--- config.mk ---
export PLATFORM = sky130hd
export DESIGN_NAME = snd_dac_top
export DESIGN_NICKNAME = d
export VERILOG_FILES = /design/src/source/snd_dac_pkg.sv /design/src/source/dac_cen_gen.sv /design/src/source/snd_pcm_format.sv /design/src/source/sigma_delta_dac.sv /design/src/source/snd_dac_top.sv
export VERILOG_INCLUDE_DIRS = /design/src /design/src/source
export SDC_FILE = /design/constraint.sdc
export NUM_CORES = 1
export LEC_CHECK = 0
export BUFFER_PORTS_ARGS = -buffer_cell sky130_fd_sc_hd__buf_2
export CORE_MARGIN = 2
export CORE_UTILIZATION = 50
export CTS_CLUSTER_SIZE = 30
export DETAILED_ROUTE_END_ITERATION = 7
export GPL_ROUTABILITY_DRIVEN = 0
export PLACE_DENSITY = 0.77
export SLEW_MARGIN = 20
export SYNTH_ARGS = -nofsm -noshare
export SYNTH_HDL_FRONTEND = slang
export SYNTH_HIERARCHICAL = 1
export SYNTH_SLANG_ARGS = --single-unit
--- constraint.sdc ---
create_clock -name clk_dac -period 5.4 [get_ports clk_dac]
set_input_delay 0.81 -clock clk_dac [delete_from_list [all_inputs] [get_ports clk_dac]]
set_output_delay 0.81 -clock clk_dac [all_outputs]
set_load 0.1 [all_outputs]
--- src/source/snd_dac_macros.svh ---
/* Sound DAC build constants */

`ifndef SND_DAC_MACROS_SVH
`define SND_DAC_MACROS_SVH

// Clock enable period in clk_dac cycles, also the ring length
`define SND_CEN_PERIOD 4

// Width of the unsigned word fed to each modulator
`define SND_DAC_W 20

// Signed integrator width, with headroom above the DAC word
`define SND_INT_W 24

// 1 for a stereo build, 0 folds the left channel onto both pins
`define SND_STEREO 1

`endif

--- src/source/snd_dac_pkg.sv ---
/* Sound DAC shared types */

`include "snd_dac_macros.svh"

package snd_dac_pkg;

    // One PCM sample as the game core produces it.
    // Signed or offset binary, depending on the core
    typedef logic [15:0] pcm_sample_t;

    // Both channels of one PCM sample
    typedef struct packed {
        pcm_sample_t left;
        pcm_sample_t right;
    } stereo_pcm_t;

    // Unsigned modulator input word
    typedef logic [`SND_DAC_W-1:0] dac_word_t;

    // Held words for both modulators
    typedef struct packed {
        dac_word_t left;
        dac_word_t right;
    } stereo_dac_t;

    // Pulse-density pins, one bit per channel
    typedef struct packed {
        logic left;
        logic right;
    } pdm_bits_t;

endpackage

--- src/source/dac_cen_gen.sv ---
/* DAC clock enable ring */

`timescale 1ns/1ns

`include "snd_dac_macros.svh"

module dac_cen_gen (
    input  logic clk_dac,
    input  logic rst,
    output logic cen_o
);

    localparam int RING_LEN = `SND_CEN_PERIOD;

    // Token starts two steps before the tap at bit 0
    localparam int START_POS = RING_LEN - 2;

    localparam logic [RING_LEN-1:0] RING_INIT = RING_LEN'(1) << START_POS;

    logic [RING_LEN-1:0] ring_q;

    // Rotate left by one position per cycle
    always_ff @(posedge clk_dac or posedge rst) begin
        if (rst) begin
            ring_q <= RING_INIT;
        end else begin
            ring_q <= {ring_q[RING_LEN-2:0], ring_q[RING_LEN-1]};
        end
    end

    // Enable tap
    assign cen_o = ring_q[0];

endmodule

--- src/source/snd_pcm_format.sv ---
/* PCM to DAC word formatter */

`timescale 1ns/1ns

`include "snd_dac_macros.svh"

module snd_pcm_format #(
    parameter int STEREO = `SND_STEREO
) (
    input  logic                      clk_dac,
    input  logic                      rst,
    input  logic                      cen_i,
    input  snd_dac_pkg::stereo_pcm_t  snd_i,
    input  logic                      signed_i,
    output snd_dac_pkg::stereo_dac_t  word_o
);

    import snd_dac_pkg::*;

    // Padding around the sample inside the DAC word
    localparam int PAD_LO = 3;
    localparam int PAD_HI = `SND_DAC_W - $bits(pcm_sample_t) - PAD_LO;

    pcm_sample_t right_src;
    stereo_dac_t word_d;
    stereo_dac_t word_q;

    // Offset binary conversion plus padding.
    // Flipping the sign bit moves the signed range up by half scale
    function automatic dac_word_t pad_sample(
        input pcm_sample_t sample,
        input logic        to_offset
    );
        pcm_sample_t offset_s;
        begin
            offset_s = sample;
            offset_s[$bits(pcm_sample_t)-1] = sample[$bits(pcm_sample_t)-1] ^ to_offset;
            pad_sample = {{PAD_HI{1'b0}}, offset_s, {PAD_LO{1'b0}}};
        end
    endfunction

    // Mono build takes the right pin from the left sample
    assign right_src = (STEREO != 0) ? snd_i.right : snd_i.left;

    always_comb begin
        word_d.left  = pad_sample(snd_i.left, signed_i);
        word_d.right = pad_sample(right_src, signed_i);
    end

    // Words only move on the enable, so the modulators see a stable input
    always_ff @(posedge clk_dac or posedge rst) begin
        if (rst) begin
            word_q <= '0;
        end else if (cen_i) begin
            word_q <= word_d;
        end
    end

    assign word_o = word_q;

endmodule

--- src/source/sigma_delta_dac.sv ---
/* Second-order sigma-delta DAC */

`timescale 1ns/1ns

`include "snd_dac_macros.svh"

module sigma_delta_dac (
    input  logic                    clk_dac,
    input  logic                    rst,
    input  logic                    cen_i,
    input  snd_dac_pkg::dac_word_t  word_i,
    output logic                    pdm_o
);

    localparam int DAC_W = `SND_DAC_W;
    localparam int INT_W = `SND_INT_W;

    // Full scale step subtracted when the output bit is high
    localparam logic signed [INT_W-1:0] FB_FULL = INT_W'(1) << DAC_W;

    logic signed [INT_W-1:0] x_ext;
    logic signed [INT_W-1:0] fb;
    logic signed [INT_W-1:0] int1_q;
    logic signed [INT_W-1:0] int2_q;
    logic signed [INT_W-1:0] int1_d;
    logic signed [INT_W-1:0] int2_d;
    logic                    bit_d;
    logic                    bit_q;

    // Word is unsigned, so zero extend into the signed range
    assign x_ext = $signed({{(INT_W-DAC_W){1'b0}}, word_i});

    // Feedback selected by the registered output bit
    assign fb = bit_q ? FB_FULL : '0;

    always_comb begin
        // First stage integrates the error against the input
        int1_d = int1_q + x_ext - fb;
        // Second stage integrates the first stage output
        int2_d = int2_q + int1_d - fb;
        // Quantizer, high when the second integrator is not negative
        bit_d  = ~int2_d[INT_W-1];
    end

    always_ff @(posedge clk_dac or posedge rst) begin
        if (rst) begin
            int1_q <= '0;
            int2_q <= '0;
            bit_q  <= 1'b0;
        end else if (cen_i) begin
            int1_q <= int1_d;
            int2_q <= int2_d;
            bit_q  <= bit_d;
        end
    end

    // Pin comes straight from a flop, no glitches
    assign pdm_o = bit_q;

endmodule

--- src/source/snd_dac_top.sv ---
/* Sound DAC output path */

`timescale 1ns/1ns

`include "snd_dac_macros.svh"

module snd_dac_top (
    input  logic                      clk_dac,
    input  logic                      rst,
    input  snd_dac_pkg::stereo_pcm_t  snd_i,
    input  logic                      signed_i,
    output wire snd_dac_pkg::pdm_bits_t pdm_o
);

    import snd_dac_pkg::*;

    logic        cen;
    stereo_dac_t word;

    // One enable every four clk_dac cycles
    dac_cen_gen u_cen (
        .clk_dac ( clk_dac ),
        .rst     ( rst     ),
        .cen_o   ( cen     )
    );

    // Sign conversion, padding and mono fold
    snd_pcm_format #(
        .STEREO ( `SND_STEREO )
    ) u_format (
        .clk_dac  ( clk_dac  ),
        .rst      ( rst      ),
        .cen_i    ( cen      ),
        .snd_i    ( snd_i    ),
        .signed_i ( signed_i ),
        .word_o   ( word     )
    );

    sigma_delta_dac u_dac_left (
        .clk_dac ( clk_dac    ),
        .rst     ( rst        ),
        .cen_i   ( cen        ),
        .word_i  ( word.left  ),
        .pdm_o   ( pdm_o.left )
    );

    // Mono builds feed this one the left word
    sigma_delta_dac u_dac_right (
        .clk_dac ( clk_dac     ),
        .rst     ( rst         ),
        .cen_i   ( cen         ),
        .word_i  ( word.right  ),
        .pdm_o   ( pdm_o.right )
    );

endmodule

==> results by stage <==
Run status:
- The run finished with clean final reports.

Floorplanning:
- After floorplanning, the core was divided into 55 placement rows.
- The starting density of the core is 0.508.
- From bottom edge to top edge, the die measures between 150 and 200 um.
- The die extent in x is between 150 and 200 um.
- The floorplan step defined a die boundary enclosing about 0.024 mm2.
- The core footprint is 0.0226 mm2.
- Pin placement for this block handled 37 I/O pins.

Yosys:
- The post-synthesis instance area is ~0.011 mm2.
- The most common flop cell mapped by yosys is dfrtp_1.
- In the synthesized netlist the async set-or-reset flop fraction comes to 1.00.
- The cell count after synthesis came out at ~1,300.
- The count of cell types in the netlist is 74.
- The synthesis-stage register bit count is 134.
- A synthesized cell averages 8.93 um2.
- The count of flip-flops with a built-in enable after synthesis is 0.
- The count of synthesis-stage warnings from yosys is 6.
- The register area share after synthesis is 0.292.

Worst setup path:
- The peak per-stage delay on the critical path is 0.50 ns.
- The critical setup path kind is flip-flop to flip-flop.
- The cell with the most instances on the worst path is ha_1.
- The launch point of the worst reg-to-reg path is u_dac_right/int1_q[2].
- The cell family contributing the most delay on the critical path is compound AO/OA/AOI/OAI gates.
- The worst-path maximum fanout is 4.
- The most critical setup path has its startpoint at u_dac_right/int1_q[2].
- The count of buffering cells on the critical path with inverters included is 3.
- The arrival time at the worst endpoint is 5.28 ns.
- The worst setup path is launched from a flip-flop.
- The critical path goes through inv_1, ha_1, inv_1, ha_1, nor2b_1, o21ai_0, a21boi_0, o211ai_1, nand2b_1, a21o_1, a21oi_1, xor2_1, ha_1, inv_1, ha_1, a21oi_2, or3b_4, o211ai_2, a21oi_2, or4_1, a31oi_1, xor2_1, mux2i_1.
- The worst setup path is captured at a flip-flop.
- The slowest stage of the critical path belongs to the cell or4_1.
- The worst path required time is 5.68 ns.

STA:
- The setup skew after layout is 0.00967 ns.
- Derived from the worst setup path, the maximum achievable clock frequency is approximately 0.20 GHz.
- The final clock period utilization by the worst path is 0.926.
- The final hold violation count is 0.
- The max-slew violation count came to 0.
- At the pin with the least slew margin, the transition time is 1.08 ns.
- The setup-violating endpoint count in the final report is 0.
- The headroom to the max-slew limit is 0.283.
- The final sum of negative setup slack is 0 ns.
- The post-layout minimum cycle time is 5.00 ns.
- Setup repair after global routing left no endpoint under its margin.

Cells and area:
- Counting the fill cells in the layout gives 1,990.
- The sequential cells in the finished layout cover a total of 0.00336 mm2.
- The final layout contains approximately 1,500 nets.
- In the final layout, the multi-input gates occupy between 0.006 and 0.007 mm2.
- The proportion of layout cells with a drive suffix above 1 is 0.107.
- 0 antenna diodes ended up in the layout.
- The layout-stage area growth over the synthesis result is 9.09%.
- The number of cells in the finished layout apart from fillers is 1,620.

Power:
- The net switching power figure is 0.685 mW.
- Across the VDD grid, the largest voltage drop is between 0.2 and 0.25 mV.
- Internal power comes to 1.91 mW.
- Of the total power, combinational logic draws 0.135.
- Of the total power, registers draw 0.387.
- Of the total power, the share spent switching nets is 0.264.
- The power density over cell area is 207 mW/mm2.
- The proportion of power drawn by the clock network is 0.477.
- The total leakage power is 6.53 nW.

Detailed routing:
- The met1 layer wirelength in the final routing is around 10 mm.
- The total number of vias is 8,579.
- The number of nets with antenna violations after routing is 0.
- The average routed wire per standard cell is 14.2 um.
- Detailed routing placed a total of 711 um of wire on met3.
- Using the TritonRoute via totals, the vias-per-cell ratio works out to 5.30.
- Before antenna repair, the detailed router went through 5 iterations.
- The total length of routed wires is roughly 23 mm.
- The detailed router finished its first iteration with 379 violations.
- The uppermost layer routed is met4.
- The sum of met2 wire segment lengths after detailed routing is 11.7 mm.
- The DRC violation count after routing is 0.

Clock network:
- The clock latency at the later pin of the worst-skew pair is 0.43 ns.
- After clock tree synthesis, the setup repair step added 0 buffers.
- The clock drives 134 sinks.
- The cell sitting at the root of the clock tree is a clkbuf_16.
- The number of hold buffers added after CTS is 0.
- The register clock-pin slew on the reported worst setup and hold paths is 0.06 ns.
- In this run, CTS created clock tree buffers numbering 17.
- Counting along the longest clock path gives a buffer depth of 2.
- The H-tree generated during clock tree synthesis spans 4 levels.
- TritonCTS built the clock tree.

GRT:
- The initial antenna violation count was 0.
- The largest net degree at the start of global routing is 79.
- The via count of the first global-routing pass was 8,877.
- The global-route wire length before repair is 40.2 mm.
- For this run the aggregate overflow at the end of global routing stands at 0.
- Across every metal layer, demand over resource in global routing totals 0.204.

Worst hold path:
- The min-delay analysis places its worst path in the category input pin to async pin.

Run:
- The count of max-cap constraint violations is 0.

Placed design:
- The placed cell count is between 1,500 and 2,000.
- Detailed placement finished with a half-perimeter wire length of 17.1 mm.
- Buffers placed on the I/O ports in this run total 36.
-- synth_stat cells (3+ instances only) --
cell type | n | area share
nand3_1 | 20 | 0.0087
o21ai_1 | 4 | 0.0017
a21boi_0 | 4 | 0.0026
a21oi_1 | 78 | 0.034
mux2i_1 | 53 | 0.046
xor2_1 | 31 | 0.024
a211oi_1 | 7 | 0.0046
o211ai_1 | 9 | 0.0059
and3_2 | 3 | 0.0020
or2_2 | 3 | 0.0016
buf_6 | 4 | 0.0039
and3_1 | 6 | 0.0033
o21ai_0 | 42 | 0.018
mux2_2 | 11 | 0.011
buf_4 | 8 | 0.0052
or4_1 | 4 | 0.0026
dfrtp_1 | 133 | 0.29
nand4_1 | 7 | 0.0038
or3_1 | 5 | 0.0027
nor2b_1 | 9 | 0.0049
o2111ai_1 | 4 | 0.0031
inv_1 | 310 | 0.10
xnor2_1 | 60 | 0.046
nand2b_1 | 15 | 0.0082
clkbuf_1 | 16 | 0.0052
o21a_1 | 15 | 0.0098
o31ai_1 | 7 | 0.0046
o21bai_1 | 3 | 0.0020
o311ai_0 | 3 | 0.0023
mux2_4 | 26 | 0.034
nand2_1 | 60 | 0.020
ha_1 | 174 | 0.19
a31oi_1 | 7 | 0.0038
nor2_1 | 56 | 0.018
a21o_1 | 38 | 0.025
-- cells by family (layout without fill, tap and decap cells) --
group	count (synthesis)	in the layout	synth area share
AO/OA/AOI/OAI	253	253	0.149
XOR/XNOR	91	91	0.0695
adder cells (fa/ha/maj)	176	176	0.193
buffers and inverters	340	384	0.119
flip-flops	134	134	0.292
multiplexers	90	90	0.0911
other	1	8	0.000327
AND/OR/NAND/NOR	199	199	0.0844
-- layer usage --
| metal | up-vias | GRT usage |
|---|---|---|
| li1 | 4311 | - |
| met5 | - | 0 |
| met3 | 42 | 0.0326 |
| met4 | 0 | 0.0594 |
| met1 | 4073 | 0.248 |
| met2 | 153 | 0.369 |
-- cells in the final DEF, fill, tap and decap left out, types with 8 or more instances in the layout --
| master | count |
|---|---|
| nand2_1 | 60 |
| a21o_1 | 38 |
| xor2_1 | 31 |
| buf_2 | 36 |
| o21ai_0 | 42 |
| nand2b_1 | 15 |
| xnor2_1 | 60 |
| nand3_1 | 20 |
| o211ai_1 | 9 |
| mux2i_1 | 53 |
| conb_1 | 8 |
| mux2_4 | 26 |
| clkbuf_16 | 17 |
| nor2b_1 | 9 |
| a21oi_1 | 77 |
| inv_1 | 308 |
| ha_1 | 174 |
| o21a_1 | 15 |
| nor2_1 | 56 |
| dfrtp_1 | 132 |
| mux2_2 | 11 |
-- power by group through the flow --
stage	Combinational (mW)	Sequential, mW	Clock [mW]
floorplan	0.272	1.02	0
global placement	0.337	1.02	0
detailed placement	0.345	1.02	0
CTS	0.350	1.00	1.26
global route	0.395	1.00	1.31
finish	0.351	1.01	1.24
-- flip-flops by register name, indices dropped and copies added, names as in the netlist --
| register | cells |
|---|---|
| u_format/word_o | 32 |
| u_dac_left/int2_q | 24 |
| u_dac_left/int1_q | 24 |
| u_dac_left/pdm_o | 1 |
| u_dac_right/int1_q | 24 |
| u_cen/ring_q | 4 |
| u_dac_right/pdm_o | 1 |
| u_dac_right/int2_q | 24 |
-- metrics by stage --
step | hold WS, ns | area (um2) | utilization | worst slack (ns) | total power, mW
floorplan | 0.331 | 11500 | - | 0.776 | 1.30
global placement | 0.340 | 11900 | 0.526 | 0.478 | 1.36
detailed placement | 0.339 | 11900 | 0.526 | 0.360 | 1.37
CTS | 0.282 | 12500 | 0.554 | 0.348 | 2.62
global route | 0.299 | 12500 | 0.554 | 0.0207 | 2.71
finish | 0.296 | 12500 | 0.554 | 0.401 | 2.60
-- worst paths after layout --
| path | to | slack, ns | cells past startpoint |
|---|---|---|---|
| max | u_dac_right/int2_q[21] | 0.40 | 23 |
| min | u_cen/ring_q[0] | 0.30 | 2 |
| max reg2reg | u_dac_right/int2_q[21] | 0.40 | 23 |
| min reg2reg | u_cen/ring_q[2] | 0.36 | 0 |
| max in group asynchronous | u_dac_left/int2_q[12] | 4.33 | 3 |
| min in group clk_dac | u_cen/ring_q[2] | 0.36 | 0 |
-- what timing repair did --
action                                  CTS  global route
endpoints found under the setup margin    0             3
resized for setup                         0             3
hold endpoints to repair                  0             0
-- layout make-up --
type,instances,share of cell area
clock buffers,19,0.0362
clock inverters,13,0.0137
inverters,310,0.0930
multi-input cells,817,0.542
flip-flops and latches,134,0.268
well taps,285,0.0285
repair buffers,42,0.0180
(Power assumes the default switching activity.)
